File: src/rtl/arb_pkg.sv
// ----------------------------------------------------------
// Shared widths, vector typedefs and the pop beat struct
// for the round-robin arbiter subsystem
// ----------------------------------------------------------

package arb_pkg;

  // ----------------------------------------------------------
  // Sizing
  // ----------------------------------------------------------

  // Number of requesters on the push side
  localparam int num_req = 4;

  // Payload width of one requester word
  localparam int data_w = 16;

  // Width of a requester index
  localparam int req_id_w = $clog2(num_req);

  // ----------------------------------------------------------
  // Vector types
  // ----------------------------------------------------------

  // One bit per requester (valid, ready, request, grant)
  typedef logic [num_req-1:0] req_vec_t;

  // One payload word
  typedef logic [data_w-1:0] data_t;

  // Requester index, also used as priority pointer and source tag
  typedef logic [req_id_w-1:0] req_id_t;

  // All requester payloads side by side on one bus
  typedef data_t [num_req-1:0] push_data_t;

  // Beat leaving the arbiter
  // Data in the upper bits, source index in the low bits
  typedef struct packed {
    data_t   data;
    req_id_t src;
  } pop_beat_t;

endpackage

File: src/rtl/pop_stage.sv
// ----------------------------------------------------------
// Single ready/valid register stage for the outgoing beat
// ----------------------------------------------------------

`timescale 1ns/1ps

module pop_stage (
  input  logic               clk,
  input  logic               rst_n,
  input  logic               in_valid,
  input  arb_pkg::pop_beat_t in_beat,
  output logic               in_ready,
  output logic               out_valid,
  output arb_pkg::pop_beat_t out_beat,
  input  logic               out_ready
);

  // ----------------------------------------------------------
  // Stage state
  // ----------------------------------------------------------

  // Stage holds a beat
  logic valid_q;

  // Held beat
  arb_pkg::pop_beat_t beat_q;

  // Accept a new beat this cycle
  logic load;

  // ----------------------------------------------------------
  // Handshake
  // ----------------------------------------------------------

  // Free when empty or draining this cycle
  // Keeps one beat per cycle while out_ready stays high
  assign in_ready = ~valid_q | out_ready;

  assign load = in_ready & in_valid;

  // Valid bit follows the input whenever the stage can move
  always_ff @(posedge clk) begin
    if (!rst_n) begin
      valid_q <= 1'b0;
    end else if (in_ready) begin
      valid_q <= in_valid;
    end
  end

  // Beat loads only on an actual transfer
  // held stable under a stall
  always_ff @(posedge clk) begin
    if (load) begin
      beat_q <= in_beat;
    end
  end

  // ----------------------------------------------------------
  // Outputs
  // ----------------------------------------------------------

  assign out_valid = valid_q;
  assign out_beat  = beat_q;

endmodule

File: config.mk
export PLATFORM = sky130hd
export DESIGN_NAME = pop_stage
export DESIGN_NICKNAME = d
export VERILOG_FILES = /design/src/rtl/arb_pkg.sv /design/src/rtl/pop_stage.sv
export SDC_FILE = /design/constraint.sdc
export NUM_CORES = 1
export LEC_CHECK = 0
export BUFFER_PORTS_ARGS = -buffer_cell sky130_fd_sc_hd__buf_2
export CORE_MARGIN = 2
export CORE_UTILIZATION = 38
export CTS_CLUSTER_SIZE = 20
export DETAILED_ROUTE_END_ITERATION = 10
export GPL_ROUTABILITY_DRIVEN = 0
export PLACE_DENSITY = 0.75
export SYNTH_ARGS = -nofsm -noshare
export SYNTH_HDL_FRONTEND = slang
export SYNTH_SLANG_ARGS = --single-unit
File: constraint.sdc
create_clock -name clk -period 1.1 [get_ports clk]
set_input_delay 0.055 -clock clk [delete_from_list [all_inputs] [get_ports clk]]
set_output_delay 0.055 -clock clk [all_outputs]
set_load 0.02 [all_outputs]
==> impl_results.rst, run 1 <==
.. list-table::
   :header-rows: 1

   * - Metric
     - Value
   * - FF-to-FF End
     - out_beat[14]
   * - Largest net degree at the start of global routing
     - 19
   * - H-Tree Depth
     - 1
   * - Final count of hold timing violations
     - 0
   * - Clock power share
     - roughly 25%
   * - Placeable core area
     - between 0.001 and 0.0015 mm²
   * - Critical-path top delay cell
     - sky130_fd_sc_hd__dfxtp_1
   * - Number of buffers added for setup after CTS
     - 0
   * - Area of the die
     - 0.00191 mm²
   * - Post-detailed-route count of antenna-violating nets
     - 0
   * - Synth Register Bits
     - 19
   * - Met2 wire length
     - just under 800 µm
   * - Net count after synthesis
     - between 40 and 50
   * - Wire length of the first global-routing pass
     - 2150 µm
   * - Total global routing track utilization
     - 16.7%
   * - CP Data Arrival Time
     - 1.02 ns
   * - Startpoint of the worst register-to-register path
     - out_valid
   * - Sequential element share of the synthesized area
     - between 90% and 100%
   * - Area of combinational cells with multiple inputs
     - approximately 34 µm²
   * - Peak VDD IR
     - 676 µV
   * - Layout area overhead
     - 73.8%
   * - Worst max-slew margin expressed relative to the limit
     - a little over four fifths
   * - Pins Over Slew Limit
     - 0
   * - Post-CTS Hold Buffers
     - 19
   * - Power density over cell area
     - 1360 mW/mm²
   * - FMAX
     - 0.971 GHz
   * - Synth unique cells
     - 6
   * - Sequential cell area
     - about 560 µm²
   * - Number of fillers in the final layout
     - 101
   * - Highest net fanout along the worst path
     - 18
   * - Clock sinks
     - 19
   * - Number of cells on the worst hold path
     - 3
   * - First-pass detailed-route iteration total
     - 4
   * - Cts bufs inserted
     - 3
   * - WL met1
     - between 600 and 700 µm
   * - Int Pwr
     - 0.00109 W
   * - Post-CTS clock slew at the launch and capture registers of the worst setup and hold paths
     - about 0.1 ns
   * - # IOs
     - 42
   * - Switching part of the total
     - between 20% and 30%
   * - DRC violation total after the first TritonRoute iteration
     - 7
   * - Buffers added on ports
     - 41
   * - Req. time, crit path
     - 1.09 ns
   * - Number of warnings issued by yosys
     - 0
   * - Leading cell type in the layout, fill and taps excluded
     - sky130_fd_sc_hd__buf_2
   * - Worst R2R Setup Slack
     - between 0.07 and 0.08 ns
   * - Number of failing setup endpoints in the final timing report
     - 0
   * - Post-detail-place hpwl
     - 783 µm
   * - Synth Area per Inst
     - 26.0 µm²
   * - Hold path startpoint
     - in_valid
   * - Hold Crit Class
     - input port to flop
   * - Worst clock skew
     - 0.00366 ns
   * - PostCTS Resize Cnt
     - 0
   * - Sequential cell fraction of total power
     - 60.1%
   * - Combinational group share of total power
     - between 10% and 20%
   * - Switching power summed over all nets
     - 0.000331 W
   * - Post-synthesis cell count
     - 23
   * - Status
     - complete, no violations
   * - Logic depth of the worst register-to-register path
     - 2
   * - Number of antenna repair diodes
     - 0
   * - Top routing layer used
     - met4
   * - Leak Pwr
     - 0.458 nW
   * - Floorplan die height
     - 43.7 µm
   * - Met3 routed WL
     - roughly 64 µm
   * - Post-layout util
     - 69.8%
   * - Netlist area before placement
     - between 500 and 600 µm²
   * - Post-synthesis cell type with the largest combined area
     - sky130_fd_sc_hd__edfxtp_1
   * - Rows
     - 14
   * - Overall power of the completed layout
     - approximately 0.0014 W
   * - Ordered list of cells on the worst path
     - nand2b_4 -> and2_4
   * - Horiz. Die Dim
     - 43.7 µm
   * - Via count of the routed design
     - 453
   * - Total Neg Setup Slack
     - 0 ns
   * - Top library cells by usage in the layout, fill and taps aside
     - sky130_fd_sc_hd__buf_2, sky130_fd_sc_hd__dlygate4sd3_1, sky130_fd_sc_hd__edfxtp_1
   * - CTS tree
     - yes
   * - Library cell used as clock root buffer
     - sky130_fd_sc_hd__clkbuf_4
   * - Max Cap Viol
     - 0
   * - Count of unresolved DRC violations after routing
     - 0
   * - Critical Path Max Stage Delay
     - 0.35 ns
   * - Transition time at the pin with the least slew margin
     - 0.247 ns
   * - Clock Path Buffers
     - 2
   * - Final Cycle Share
     - 93.6%
   * - Layout cell share with drive strength beyond 1
     - a little over half
   * - Post-route minimum period
     - 1.03 ns
   * - Main area contributors after synthesis
     - sky130_fd_sc_hd__edfxtp_1, sky130_fd_sc_hd__dfxtp_1, sky130_fd_sc_hd__nand2b_4
   * - Routed via count divided by cell count
     - 4.40
   * - Final net count
     - 110
   * - Element type at the critical path end
     - flop
   * - Total wirelength of the detailed-routed design
     - roughly 1500 µm
   * - Wire length per cell
     - 14.2 µm
   * - Endpoint, Worst Hold
     - out_valid
   * - RSZ-0062 raised after global routing
     - no
   * - Global route overflow
     - 0
   * - Worst Path Class, Setup
     - flop to flop
   * - Vias in the first global route
     - 433
   * - Synth top area share
     - 90.4%
   * - Number of antenna violations at the first check in global routing
     - 0
   * - Clock latency on the worst-skew pair
     - 0.29 ns
   * - Startpoint type of the worst setup path
     - flop
   * - Initial Util
     - between 40% and 50%
[state kept, by name (all words and copies together), names as in the netlist]
name / flops
out_beat: 18
out_valid: 1
[per-layer routing]
layer  GRT usage, %  vias to the layer above
met2           27.1                       21
met1           19.6                      216
met3           4.17                        2
li1               -                      214
met5              0                        -
met4           10.9                        0
[kinds of logic (layout without fill, tap and decap cells)]
group / after synthesis / count (layout) / share of synthesized area (%)
buffers and inverters: 1 / 65 / 0.627
AND/OR/NAND/NOR: 2 / 2 / 3.77
flip-flops: 19 / 19 / 93.7
AO/OA/AOI/OAI: 1 / 1 / 1.88
[layout make-up]
| class | count | area share (%) |
|---|---|---|
| Clock buffer | 4 | 2.53 |
| Inverter | 1 | 0.361 |
| Multi-Input combinational cell | 3 | 3.25 |
| Sequential cell | 19 | 53.9 |
| Tap cell | 16 | 1.93 |
| Timing Repair Buffer | 60 | 38.0 |
[cell usage after synthesis]
cell type                  instances
sky130_fd_sc_hd__a21boi_2          1
sky130_fd_sc_hd__and2_4            1
sky130_fd_sc_hd__dfxtp_1           1
sky130_fd_sc_hd__edfxtp_1         18
sky130_fd_sc_hd__inv_1             1
sky130_fd_sc_hd__nand2b_4          1
[how the worst max path moves through the flow]
stage	from	to	slack [ns]	cells after the start
2_1_floorplan	out_valid	out_beat[0]	0.0007	2
3_3_place_gp	out_valid	out_beat[4]	0.11	2
3_5_place_dp	out_valid	out_beat[2]	0.09	2
4_1_cts	out_valid	out_beat[2]	0.07	2
5_1_grt	out_valid	out_beat[4]	0.03	2
6_report	out_valid	out_beat[14]	0.07	2
[stage by stage]
step                      std cells  hold WS [ns]  setup slack (ns)  area (µm²)
after floorplan                  23         0.154          0.000670         598
final                           103       0.00676            0.0703        1040
after global routing            103       0.00901            0.0343        1040
after global placement           80         0.233             0.110         823
after CTS                       103        0.0156            0.0717        1040
after detailed placement         80         0.233            0.0884         823
[worst max-delay path: cells and delay by family (launching register included)]
family        cells  cell delay (ns)
simple gates      2             0.38
flops             1             0.35
[power groups by stage]
| stage | logic, W | registers [W] | clock network [W] |
|---|---|---|---|
| floorplan | 0.0000250 | 0.000924 | 0 |
| global placement | 0.000155 | 0.000867 | 0 |
| detailed placement | 0.000159 | 0.000867 | 0 |
| CTS | 0.000211 | 0.000851 | 0.000340 |
| global route | 0.000226 | 0.000856 | 0.000385 |
| finish | 0.000214 | 0.000852 | 0.000351 |
No activity file was read; power rests on OpenSTA's default activity.
==> inputs of run 2 (changes only) <==
--- a/config.mk
+++ b/config.mk
@@ -11,6 +11,7 @@
 export CTS_CLUSTER_SIZE = 20
 export DETAILED_ROUTE_END_ITERATION = 10
 export GPL_ROUTABILITY_DRIVEN = 0
+export HOLD_SLACK_MARGIN = 0.12
 export PLACE_DENSITY = 0.75
 export SYNTH_ARGS = -nofsm -noshare
 export SYNTH_HDL_FRONTEND = slang
==> impl_results.rst, run 2 (same netlist as run 1, synthesis figures left out) <==
.. list-table::
   :header-rows: 1

   * - Metric
     - Value
   * - Status
     - complete, no violations
   * - Rows
     - 14 (unchanged)
   * - Hold Crit Class
     - input port to flop
   * - Worst max-slew margin expressed relative to the limit
     - 83.5% (unchanged)
   * - Top library cells by usage in the layout, fill and taps aside
     - sky130_fd_sc_hd__buf_2, sky130_fd_sc_hd__dlygate4sd3_1, sky130_fd_sc_hd__edfxtp_1
   * - Transition time at the pin with the least slew margin
     - 0.247 ns (+0.000000715 ns)
   * - Post-detailed-route count of antenna-violating nets
     - 0 (unchanged)
   * - Area of the die
     - 0.00191 mm² (unchanged)
   * - Number of cells on the worst hold path
     - 3 (unchanged)
   * - Critical path depth
     - 2 (unchanged)
   * - Global route overflow
     - 0 (unchanged)
   * - DRC violation total after the first TritonRoute iteration
     - 7 (unchanged)
   * - Max Cap Viol
     - 0 (unchanged)
   * - Initial Util
     - 40.2% (unchanged)
   * - Buffers added on ports
     - 41 (unchanged)
   * - Overall power of the completed layout
     - 0.00142 W (+0.19%)
   * - Power density over cell area
     - 1350 mW/mm² (-0.76%)
   * - Routed via count divided by cell count
     - 4.38 (-0.52%)
   * - Worst clock skew
     - 0.00366 ns (unchanged)
   * - Post-detail-place hpwl
     - 783 µm (unchanged)
   * - Floorplan die height
     - 43.7 µm (unchanged)
   * - Startpoint type of the worst setup path
     - flop
   * - Peak VDD IR
     - 676 µV (about the same)
   * - CP Data Arrival Time
     - 1.02 ns (about the same)
   * - CTS tree
     - yes
   * - Total wirelength of the detailed-routed design
     - 1480 µm (+0.89%)
   * - Logic depth of the worst register-to-register path
     - 2 (unchanged)
   * - Post-CTS clock slew at the launch and capture registers of the worst setup and hold paths
     - 0.10 ns (about the same)
   * - Post-CTS Hold Buffers
     - 20 (+1)
   * - Req. time, crit path
     - 1.09 ns (about the same)
   * - Flip-flop count of the largest register after layout
     - 18 (unchanged)
   * - Final net count
     - 111 (+0.91%)
   * - Clock latency on the worst-skew pair
     - 0.29 ns (about the same)
   * - Ordered list of cells on the worst path
     - nand2b_4 -> and2_4
   * - Leading cell type in the layout, fill and taps excluded
     - sky130_fd_sc_hd__buf_2
   * - Via count of the routed design
     - 455 (+0.44%)
   * - WP buf/inv
     - 0 (unchanged)
   * - Count of unresolved DRC violations after routing
     - 0 (unchanged)
   * - Number of buffers added for setup after CTS
     - 0 (unchanged)
   * - Clock sinks
     - 19 (unchanged)
   * - PostCTS Resize Cnt
     - 0 (unchanged)
   * - Pins Over Slew Limit
     - 0 (unchanged)
   * - Critical Path Max Stage Delay
     - 0.35 ns (about the same)
   * - Critical-path top delay cell
     - sky130_fd_sc_hd__dfxtp_1
   * - Leak Pwr
     - 0.463 nW (+0.91%)
   * - Startpoint of the worst register-to-register path
     - out_valid
   * - Post-route minimum period
     - 1.03 ns (+0.000000100 ns)
   * - FMAX
     - 0.971 GHz (unchanged)
   * - Vias in the first global route
     - 433 (unchanged)
   * - Final count of hold timing violations
     - 0 (unchanged)
   * - Element type at the critical path end
     - flop
   * - RSZ-0062 raised after global routing
     - no
   * - Final Cycle Share
     - 93.6% (about the same)
   * - Wire length per cell
     - 14.2 µm (about the same)
   * - Cts bufs inserted
     - 3 (unchanged)
   * - Placeable core area
     - 0.00149 mm² (unchanged)
   * - Worst R2R Setup Slack
     - 0.07 ns (about the same)
   * - Worst hold-check slack
     - 0.0402 ns (+0.0334 ns)
   * - Capturing instance or port of the critical path
     - out_beat[14]
   * - # IOs
     - 42 (unchanged)
   * - Horiz. Die Dim
     - 43.7 µm (unchanged)
   * - Layout cell share with drive strength beyond 1
     - 53.4% (-0.61 points)
   * - Worst Path Class, Setup
     - flop to flop
   * - Total Neg Setup Slack
     - 0 ns (unchanged)
   * - Number of failing setup endpoints in the final timing report
     - 0 (unchanged)
   * - Largest net degree at the start of global routing
     - 19 (unchanged)
   * - Clock Path Buffers
     - 2 (unchanged)
   * - FF-to-FF End
     - out_beat[14]
   * - CP delay by family, top
     - simple AND/OR/NAND/NOR gates
   * - Launch point of the worst path
     - out_valid
   * - Highest net fanout along the worst path
     - 18 (unchanged)
   * - Wire length of the first global-routing pass
     - 2150 µm (unchanged)
   * - First-pass detailed-route iteration total
     - 4 (unchanged)
   * - Library cell used as clock root buffer
     - sky130_fd_sc_hd__clkbuf_4
   * - H-Tree Depth
     - 1 (unchanged)
   * - Number of antenna repair diodes
     - 0 (unchanged)
   * - Layout area overhead
     - 75.5%
   * - Number of antenna violations at the first check in global routing
     - 0 (unchanged)
   * - Total global routing track utilization
     - 16.7% (unchanged)
## run 2: cell count changes in the layout (fill, tap and decap cells not counted), sizes merged
cell	previous run	this run
dlygate4sd3	19	20
## run 2: worst min-delay path, cell delays in order
cell                       delay, ns
sky130_fd_sc_hd__buf_2          0.08
sky130_fd_sc_hd__nand2b_4       0.12
sky130_fd_sc_hd__a21boi_2       0.05
## run 2: metal layers
metal	up-vias	part of all wire, %	global-route usage (%)
met5	-	0	0
met2	21	53	27.1
met1	216	42	19.6
met3	2	4.2	4.17
li1	216	-	-
met4	0	1.3	10.9
## run 2: how the worst min path moves through the flow
| stage | startpoint | endpoint | slack, ns |
|---|---|---|---|
| finish | out_ready | out_valid | 0.04 |
| global route | out_ready | out_valid | 0.02 |
| CTS | out_ready | out_valid | 0.04 |
| detailed placement | in_beat[4] | out_beat[4] | 0.23 |
| global placement | in_beat[16] | out_beat[16] | 0.23 |
| floorplan | in_beat[0] | out_beat[0] | 0.15 |
## run 2: through the flow
| stage | setup WS, ns | util (%) | area, µm² | cells |
|---|---|---|---|---|
| CTS | 0.0717 | 70.5 | 1050 | 104 |
| global placement | 0.110 | 55.3 | 823 | 80 |
| finish | 0.0703 | 70.5 | 1050 | 104 |
| floorplan | 0.000670 | - | 598 | 23 |
| global route | 0.0343 | 70.5 | 1050 | 104 |
| detailed placement | 0.0884 | 55.3 | 823 | 80 |
## run 2: report_power, final
group	switching (W)	internal (W)
Sequential	0.0000118	0.000840
Clock	0.000210	0.000141
Combinational	0.000109	0.000108
Total	0.000331	0.00109
## run 2: cell type report
type                    instances  area (µm²)
multi-input cells               3        33.8
inverters                       1        3.75
fillers                       100         439
flip-flops and latches         19         561
clock buffers                   4        26.3
repair buffers                 61         405
well taps                      16        20.0
