<file path="src/rtl/arb_pkg.sv">
// ----------------------------------------------------------
// Shared widths, vector typedefs and the pop beat struct
// for the round-robin arbiter subsystem
// ----------------------------------------------------------

package arb_pkg;

  // ----------------------------------------------------------
  // Sizing
  // ----------------------------------------------------------

  // Number of requesters on the push side
  localparam int num_req = 4;

  // Payload width of one requester word
  localparam int data_w = 16;

  // Width of a requester index
  localparam int req_id_w = $clog2(num_req);

  // ----------------------------------------------------------
  // Vector types
  // ----------------------------------------------------------

  // One bit per requester (valid, ready, request, grant)
  typedef logic [num_req-1:0] req_vec_t;

  // One payload word
  typedef logic [data_w-1:0] data_t;

  // Requester index, also used as priority pointer and source tag
  typedef logic [req_id_w-1:0] req_id_t;

  // All requester payloads side by side on one bus
  typedef data_t [num_req-1:0] push_data_t;

  // Beat leaving the arbiter
  // Data in the upper bits, source index in the low bits
  typedef struct packed {
    data_t   data;
    req_id_t src;
  } pop_beat_t;

endpackage

</file>
<file path="src/rtl/grant_mux.sv">
// ----------------------------------------------------------
// Payload mux and source encoder under a one-hot grant
// ----------------------------------------------------------

`timescale 1ns/1ps

module grant_mux (
  input  arb_pkg::req_vec_t   grant,
  input  arb_pkg::push_data_t push_data,
  output arb_pkg::pop_beat_t  beat_in
);

  // ----------------------------------------------------------
  // AND-OR select
  // ----------------------------------------------------------

  // Granted word only
  arb_pkg::data_t sel_data;

  // Index of the granted requester
  arb_pkg::req_id_t sel_src;

  always_comb begin
    sel_data = '0;
    sel_src  = '0;
    for (int i = 0; i < arb_pkg::num_req; i++) begin
      // Each word masked by its own grant bit
      sel_data = sel_data | (push_data[i] & {arb_pkg::data_w{grant[i]}});
      // One-hot to binary by OR of the set positions
      if (grant[i]) begin
        sel_src = sel_src | arb_pkg::req_id_t'(i);
      end
    end
  end

  // ----------------------------------------------------------
  // Beat assembly
  // ----------------------------------------------------------

  // Meaningful only while grant is nonzero
  always_comb begin
    beat_in      = '0;
    beat_in.data = sel_data;
    beat_in.src  = sel_src;
  end

endmodule

</file>
<file path="config.mk">
export PLATFORM = sky130hd
export DESIGN_NAME = grant_mux
export DESIGN_NICKNAME = d
export VERILOG_FILES = /design/src/rtl/arb_pkg.sv /design/src/rtl/grant_mux.sv
export SDC_FILE = /design/constraint.sdc
export NUM_CORES = 1
export LEC_CHECK = 0
export ABC_CLOCK_PERIOD_IN_PS = 1500
export BUFFER_PORTS_ARGS = -buffer_cell sky130_fd_sc_hd__buf_2
export CAP_MARGIN = 20
export CELL_PAD_IN_SITES_DETAIL_PLACEMENT = 2
export CELL_PAD_IN_SITES_GLOBAL_PLACEMENT = 2
export CORE_ASPECT_RATIO = 0.7
export CORE_MARGIN = 8
export CORE_UTILIZATION = 11
export DETAILED_ROUTE_END_ITERATION = 8
export GPL_TIMING_DRIVEN = 0
export PLACE_DENSITY_LB_ADDON = 0.2
export SETUP_SLACK_MARGIN = 0.4
export SLEW_MARGIN = 30
export SYNTH_ARGS = -nofsm -noshare
export SYNTH_HDL_FRONTEND = slang
export SYNTH_SLANG_ARGS = --single-unit
export TNS_END_PERCENT = 20
</file>
<file path="constraint.sdc">
create_clock -name vclk -period 1.5
set_input_delay 0.075 -clock vclk [all_inputs]
set_output_delay 0.075 -clock vclk [all_outputs]
set_load 0.02 [all_outputs]
</file>
==> results by group, run 1 <==
Timing
  – Final setup viols: 0
  – Final worst setup slack: 0.682 ns
  – Slew HR: 84.9%
  – Worst slew pin tran: 0.227 ns
  – Tcrit/Tclk final: 54.5%
  – Pins Over Slew Limit: 0
  – Hold WS: 0.479 ns
  – Period minus WS final: 0.818 ns
  – Max Freq: 1220 MHz
  – Setup TNS: 0 ns
  – Final Hold Vio Count: 0
  – RSZ-0062 raised after global routing: false

GRT
  – Gr usage total: 9.52%
  – Vias in the first global route: 933
  – GRT Residual Overflow: 0
  – Initial antenna violation count: 0
  – Largest net degree at the start of global routing: 11
  – First-pass GRT wire length: 5.03 mm

Floorplan
  – Row count: 19
  – Die height: 69.7 µm
  – Die ar.: 6460 µm²
  – I/O pins: 86
  – Std-Cell Core Area: 3950 µm²
  – Starting density of the core: 11.5%
  – Die width: 92.7 µm

Power
  – PD cells: 342 nW/µm²
  – Sw Share: 51.6%
  – VDD IR max: 68.0 µV
  – Clock group share of total power: 0%
  – Comb pwr share: 100.0%
  – Seq pwr share: 0%
  – Internal power: 154 µW
  – Switching power: 164 µW
  – Leakage: 0.000492 µW

Worst setup path
  – Worst EP required: 1.42 ns
  – Kind of critical path: input port to output pin
  – CP Capture Type: output pin
  – CP peak stage delay: 0.18 ns
  – Crit path max-delay cell type: a22oi_1
  – Worst EP arrival: 0.74 ns
  – Cell Chain, Critical Path: buf_6 -> buf_6 -> a22oi_1 -> nand2_1 -> buf_2
  – Cell mode on critical path: buf_6
  – CP top delay family: buffers and inverters
  – Startpoint type of the worst setup path: input port
  – Worst Path Max Fanout: 10
  – Sum of buffers and inverters on the critical path: 3

Synth
  – Synth cell types: 5
  – Ys Warns: 0
  – Net Count, Synth: 126
  – Post-Syn Area: 453 µm²
  – Cells after synthesis: 58
  – Mean Syn Cell Area: 7.81 µm²
  – Sequential share of the synthesized area: 0%

Route
  – Antenna Nets Post-Route: 0
  – TritonRoute pass-1 iters: 2
  – Vias post-DR: 794
  – Routed WL: 3.37 mm
  – Initial drt markers: 5
  – Vias per Instance: 4.14
  – WL per Instance: 17.5 µm
  – DRC: 0

Finish
  – FF+latch count: 0
  – Commonest non-fill, non-tap cell in the layout: buf_2
  – Layout cells sized above 1: 72.9%
  – Fin cells: 192
  – Register Area: 0 µm²
  – Footprint of the multi-input gates: 363 µm²
  – N_diodes: 0
  – Commonest non-fill, non-tap cells in the layout: buf_2, a22oi_1, nand2_1
  – Nets: 210
  – Synth-to-Final Area Change: 105%
  – Number of clock-tree buffers in the layout: 0
  – Fillers: 497
  – Finished Core Util: 23.5%

Placement
  – Pre-CTS setup slack: 0.671 ns
  – Post-placement cell count: 192
  – IO buf count: 82
  – RePlAce Congestion: 0.676
  – Post-DP HPWL: 3.06 mm

Run status
  – Run status: complete, no violations

Clocking
  – Post-CTS Hold Fix Bufs: 0
  – Post-CTS Setup Repair Bufs: 0
  – # resized after CTS: 0

Run
  – Max Cap Violations: 0

Min path
  – Tightest Hold Check Type: input port to output pin
[per-stage QoR]
| step | cell area (µm²) | total power, µW |
|---|---|---|
| final | 928 | 318 |
| after CTS | 928 | 325 |
| after floorplan | 453 | 169 |
| after global routing | 928 | 343 |
| after detailed placement | 928 | 324 |
| after global placement | 928 | 316 |
[logic make-up (layout without fill, tap and decap cells)]
logic type             Yosys count  after routing  share of synthesized area, %
AOI/OAI and AO/OA               32             32                          64.1
buffers and inverters            8             90                          19.9
and+or+nand+nor                 18             18                          16.0
[cell usage after synthesis]
cell     count  share of area, %
a22oi_1     22                36
a22oi_2     10                28
buf_6        8                20
nand2_1     16                13
or2_2        2               2.8
[power by group through the flow]
stage                     sequential (µW)  clock [µW]  combinational, µW
after CTS                               0           0                325
after detailed placement                0           0                324
final                                   0           0                318
after global routing                    0           0                343
after floorplan                         0           0                169
after global placement                  0           0                316
[worst min-delay path, cell delays in order]
cell and delay [ns]:
buf_2 0.07, a22oi_1 0.05, nand2_1 0.05, buf_2 0.15
[worst paths after layout]
check / from / end / slack (ns) / cells past startpoint
worst max-delay path: grant[0] / beat_in[13] / 0.68 / 5
worst min-delay path: push_data[25] / beat_in[11] / 0.48 / 4
[layer usage]
metal  share of wire (%)  vias to the layer above  global-route usage, %
met2                  62                       13                   21.4
met1                  36                      386                   9.36
met4                   0                        0                      0
met3                 2.2                        0                  0.649
li1                    -                      395                      -
met5                   0                        -                      0
[layout make-up]
| class | count | share of cell area, % |
|---|---|---|
| multi-input cells | 50 | 39.1 |
| well taps | 52 | 7.01 |
| repair buffers | 82 | 44.2 |
| plain buffers | 8 | 9.70 |
Power figures use the tool's default switching activity.
==> run 2, diff against run 1 <==
ABC_CLOCK_PERIOD_IN_PS = 850   (was 1500)
CORE_UTILIZATION = 10   (was 11)
clock period = 0.85 ns   (was 1.5 ns; I/O delays follow)
==> run 2 against run 1 <==
First-iteration DRC count up 80%. Clock-buffer cell count unchanged. Die area up 8.0%. Via count up 3.5%. Global-route usage up 0.73 points. Combinational power up 150%. Non-clock buffer count up 4. Final cell count up 3.6%. Sequential share of layout area unchanged. Wire length up 9.8%. Power up 150%. Highest routed layer is now met4.
==> results by group, run 2 (same netlist as run 1, synthesis figures left out) <==
Power
  – Leakage: 0.000604 µW (was 0.000492 µW)
  – Pwr Total: 780 µW (was 318 µW)
  – VDD IR max: 137 µV (was 68.0 µV)
  – Comb pwr share: 100.0% (about the same)
  – Seq pwr share: 0% (about the same)
  – Switching power: 346 µW (was 164 µW)
  – Internal power: 434 µW (was 154 µW)
  – Clock group share of total power: 0% (about the same)
  – PD cells: 621 nW/µm² (was 342 nW/µm²)
  – Sw Share: 44.3% (was 51.6%)

Route
  – DRC: 0 (unchanged)
  – Antenna Nets Post-Route: 0 (unchanged)
  – Routed WL: 3.69 mm (was 3.37 mm)
  – Initial drt markers: 9 (was 5)
  – Vias per Instance: 4.13 (was 4.14)
  – Vias post-DR: 822 (was 794)
  – WL per Instance: 18.6 µm (was 17.5 µm)
  – TritonRoute pass-1 iters: 2 (unchanged)

Worst setup path
  – Worst EP arrival: 0.69 ns (was 0.74 ns)
  – CP top delay family: buffers and inverters (unchanged)
  – CP peak stage delay: 0.18 ns (about the same)
  – Worst Path Max Fanout: 8 (was 10)
  – Startpoint type of the worst setup path: input port (unchanged)
  – CP Launch Point: grant[0] (unchanged)
  – Cell Chain, Critical Path: buf_12 -> buf_16 -> a22oi_2 -> nand2_2 -> buf_6 (was buf_6 -> buf_6 -> a22oi_1 -> nand2_1 -> buf_2)
  – CP Capture Type: output pin (unchanged)
  – Kind of critical path: input port to output pin (unchanged)
  – Worst EP required: 0.81 ns (was 1.42 ns)
  – Crit path max-delay cell type: a22oi_2 (was a22oi_1)
  – Sum of buffers and inverters on the critical path: 3 (unchanged)

Timing
  – Hold WS: 0.386 ns (was 0.479 ns)
  – Tcrit/Tclk final: 85.7%
  – RSZ-0062 raised after global routing: true (was false)
  – Setup TNS: 0 ns (unchanged)
  – Pins Over Slew Limit: 0 (unchanged)
  – Worst slew pin tran: 0.185 ns (was 0.227 ns)
  – Max Freq: 1370 MHz
  – Slew HR: 87.6% (was 84.9%)
  – Final setup viols: 0 (unchanged)
  – Period minus WS final: 0.728 ns
  – Final Hold Vio Count: 0 (unchanged)

Finish
  – Fin cells: 199 (was 192)
  – Register Area: 0 µm² (unchanged)
  – FF+latch count: 0 (unchanged)
  – Commonest non-fill, non-tap cells in the layout: buf_2, a22oi_2, nand2_2 (was buf_2, a22oi_1, nand2_1)
  – Nets: 214 (was 210)
  – Layout cells sized above 1: 89.6% (was 72.9%)
  – Number of clock-tree buffers in the layout: 0 (unchanged)
  – Synth-to-Final Area Change: 177% (was 105%)
  – Finished Core Util: 28.9% (was 23.5%)
  – N_diodes: 0 (unchanged)
  – Commonest non-fill, non-tap cell in the layout: buf_2 (unchanged)

GRT
  – Vias in the first global route: 984 (was 933)
  – Largest net degree at the start of global routing: 11 (unchanged)
  – Gr usage total: 10.3% (was 9.52%)
  – First-pass GRT wire length: 5.62 mm (was 5.03 mm)
  – GRT Residual Overflow: 0 (unchanged)
  – Initial antenna violation count: 0 (unchanged)

Placement
  – Post-placement cell count: 195 (was 192)
  – Post-DP HPWL: 3.15 mm (was 3.06 mm)
  – IO buf count: 82 (unchanged)
  – RePlAce Congestion: 0.639 (was 0.676)

Floorplan
  – Die width: 96.4 µm (was 92.7 µm)
  – Std-Cell Core Area: 4350 µm² (was 3950 µm²)
  – Starting density of the core: 10.4% (was 11.5%)
  – Row count: 20 (was 19)
  – I/O pins: 86 (unchanged)
  – Die height: 72.3 µm (was 69.7 µm)
  – Die ar.: 6970 µm² (was 6460 µm²)

Clocking
  – Post-CTS Setup Repair Bufs: 0 (unchanged)

Run status
  – Run status: complete, no violations (unchanged)

Min path
  – Tightest Hold Check Type: input port to output pin (unchanged)
  – HP Start: push_data[29] (was push_data[25])

Run
  – Max Cap Violations: 0 (unchanged)
[run 2: changes by cell type in the layout (fill, tap and decap cells not counted), sizes merged]
| cell | delta |
|---|---|
| buf | +3 |
| bufbuf | +1 |
[run 2: cell type report]
class,count,area (µm²)
fillers,515,3100
repair buffers,86,588
plain buffers,8,146
multi-input cells,50,453
well taps,55,68.8
[run 2: final timing paths]
check | to | slack, ns | cells after the start
min | beat_in[15] | 0.39 | 4
max | beat_in[15] | 0.12 | 5
[run 2: tightest hold or removal path, delay by kind of cell]
| kind | cells | cell delay, ns |
|---|---|---|
| AOI/OAI and AO/OA | 1 | 0.04 |
| buffers and inverters | 2 | 0.19 |
| and+or+nand+nor | 1 | 0.06 |
[run 2: per-stage QoR]
stage | setup WS (ns) | area [µm²]
floorplan | 0.247 | 528
global placement | 0.0948 | 1010
detailed placement | 0.0868 | 1010
CTS | 0.108 | 1200
global route | 0.0981 | 1260
finish | 0.122 | 1260
[run 2: what timing repair did]
| item | in CTS | in global routing |
|---|---|---|
| setup endpoints to repair | 18 | 18 |
| hold buffers | 0 | 0 |
| pin swaps | 9 | 13 |
| resized for setup | 25 | 15 |
| gates cloned | 4 | 0 |
[run 2: routing by layer]
metal,global-route usage (%),routed length [µm],up-vias
met5,0,0,-
met4,0.669,27,0
met3,0.412,75,2
met2,21.6,2260,12
met1,11.1,1330,403
li1,-,-,405
[run 2: power groups by stage]
stage / clock, µW / combinational, µW / sequential [µW]
floorplan: 0 / 341 / 0
global placement: 0 / 610 / 0
detailed placement: 0 / 621 / 0
CTS: 0 / 754 / 0
global route: 0 / 838 / 0
finish: 0 / 780 / 0
==> run 3, diff against run 2 <==
PLACE_DENSITY = 0.84   (was unset)
PLACE_DENSITY_LB_ADDON = unset   (was 0.2)
==> run 3 against run 2 <==
Sequential share of layout area stayed put. Non-clock buffer count is 2 higher. Global-route usage shrank 0.38 points. Die area unchanged. Clock-buffer cell count did not move. Core utilization grew 0.55 points. Critical path depth is the same. Final cell count rose by 1.0%.
==> results by group, run 3 (same netlist as run 1, synthesis figures left out) <==
Floorplan
  – Die width: 96.4 µm (unchanged)
  – Std-Cell Core Area: 4350 µm² (unchanged)
  – I/O pins: 86 (unchanged)
  – Die ar.: 6970 µm² (unchanged)
  – Starting density of the core: 10.4% (unchanged)
  – Die height: 72.3 µm (unchanged)
  – Row count: 20 (unchanged)

Power
  – VDD IR max: 205 µV (was 137 µV)
  – PD cells: 622 nW/µm² (was 621 nW/µm²)
  – Leakage: 0.000614 µW (was 0.000604 µW)

Timing
  – Worst slew pin tran: 0.207 ns (was 0.185 ns)
  – Tcrit/Tclk final: 87.2% (was 85.7%)
  – Pins Over Slew Limit: 0 (unchanged)
  – Final Hold Vio Count: 0 (unchanged)
  – Period minus WS final: 0.741 ns (was 0.728 ns)
  – RSZ-0062 raised after global routing: true (unchanged)
  – Slew HR: 86.2% (was 87.6%)
  – Setup TNS: 0 ns (unchanged)
  – Max Freq: 1350 MHz (was 1370 MHz)
  – Final setup viols: 0 (unchanged)

Route
  – Routed WL: 3.83 mm (was 3.69 mm)
  – DRC: 0 (unchanged)
  – WL per Instance: 19.1 µm (was 18.6 µm)
  – Vias post-DR: 835 (was 822)
  – Vias per Instance: 4.15 (was 4.13)
  – TritonRoute pass-1 iters: 3 (was 2)
  – Antenna Nets Post-Route: 0 (unchanged)
  – Initial drt markers: 17 (was 9)

Finish
  – Register Area: 0 µm² (unchanged)
  – Final Instance Area: 1280 µm² (was 1260 µm²)
  – Layout cells sized above 1: 91.1% (was 89.6%)
  – FF+latch count: 0 (unchanged)
  – Commonest non-fill, non-tap cell in the layout: buf_2 (unchanged)
  – Number of clock-tree buffers in the layout: 0 (unchanged)
  – Commonest non-fill, non-tap cells in the layout: buf_2, a22oi_2, buf_6, nand2_2 (was buf_2, a22oi_2, nand2_2)
  – N_diodes: 0 (unchanged)
  – Synth-to-Final Area Change: 183% (was 177%)
  – Nets: 216 (was 214)

GRT
  – Gr usage total: 9.87% (was 10.3%)
  – Largest net degree at the start of global routing: 11 (unchanged)
  – First-pass GRT wire length: 5.38 mm (was 5.62 mm)
  – GRT Residual Overflow: 0 (unchanged)
  – Initial antenna violation count: 0 (unchanged)
  – Vias in the first global route: 882 (was 984)

Worst setup path
  – Crit path max-delay cell type: a22oi_2 (unchanged)
  – CP top delay family: buffers and inverters (unchanged)
  – Worst EP required: 0.81 ns (about the same)
  – CP peak stage delay: 0.17 ns (was 0.18 ns)
  – Kind of critical path: input port to output pin (unchanged)
  – Worst EP arrival: 0.70 ns (was 0.69 ns)
  – Cell Chain, Critical Path: buf_12 -> clkbuf_16 -> a22oi_2 -> nand2_2 -> buf_6 (was buf_12 -> buf_16 -> a22oi_2 -> nand2_2 -> buf_6)
  – Sum of buffers and inverters on the critical path: 3 (unchanged)
  – Startpoint type of the worst setup path: input port (unchanged)
  – CP Capture Type: output pin (unchanged)
  – Worst Path Max Fanout: 6 (was 8)

Placement
  – Post-DP HPWL: 3.10 mm (was 3.15 mm)
  – Placement Cell Area: 1010 µm² (unchanged)
  – RePlAce Congestion: 0.661 (was 0.639)
  – IO buf count: 82 (unchanged)

Min path
  – Tightest Hold Check Type: input port to output pin (unchanged)

Run
  – Max Cap Violations: 0 (unchanged)

Run status
  – Run status: complete, no violations (unchanged)
==> run 3: cell types whose count changed in the layout (fill, tap and decap cells not counted), sizes merged <==
cell,previous run,this run
buf,93,94
clkbuf,0,1
==> run 3: area by class of cell <==
type                            count  area [µm²]
Timing Repair Buffer               88         597
Fill cell                         523        3070
Multi-Input combinational cell     50         463
Tap cell                           55        68.8
Buffer                              8         151
==> run 3: tightest hold or removal path, cell delays in order <==
cell and delay [ns]:
buf_2 0.08, a22oi_2 0.04, nand2_2 0.06, buf_6 0.11
==> run 3: report_power, final <==
part           switching, µW  internal, µW
Combinational            360           436
Clock                      0             0
Sequential                 0             0
==> run 3: through the flow <==
stage	hold WS, ns	cells	setup WS [ns]	power [µW]	util (%)
after CTS	0.386	198	0.111	746	27.2
after floorplan	0.224	58	0.247	341	-
after global routing	0.394	201	0.0873	848	29.4
after global placement	0.407	195	0.100	608	23.1
after detailed placement	0.411	195	0.0865	625	23.1
final	0.380	201	0.109	796	29.4
==> run 3: repair_timing <==
action                     CTS  global route
setup endpoints to repair   18            18
resized for setup           26            17
buffers inserted             0             2
hold buffers                 0             0
cloned                       3             1
pin swaps                    8             6
==> run 3: worst paths after layout <==
| path | depth (start not counted) | slack, ns | start | end |
|---|---|---|---|---|
| max | 5 | 0.11 | grant[3] | beat_in[16] |
| min | 4 | 0.38 | push_data[57] | beat_in[11] |
==> run 3: per-layer routing <==
layer / share of wire, % / vias up / GRT usage, %
li1: - / 409 / -
met1: 38 / 408 / 11.7
met2: 57 / 18 / 18.9
met3: 5.7 / 0 / 1.55
met4: 0 / 0 / 0
met5: 0 / - / 0
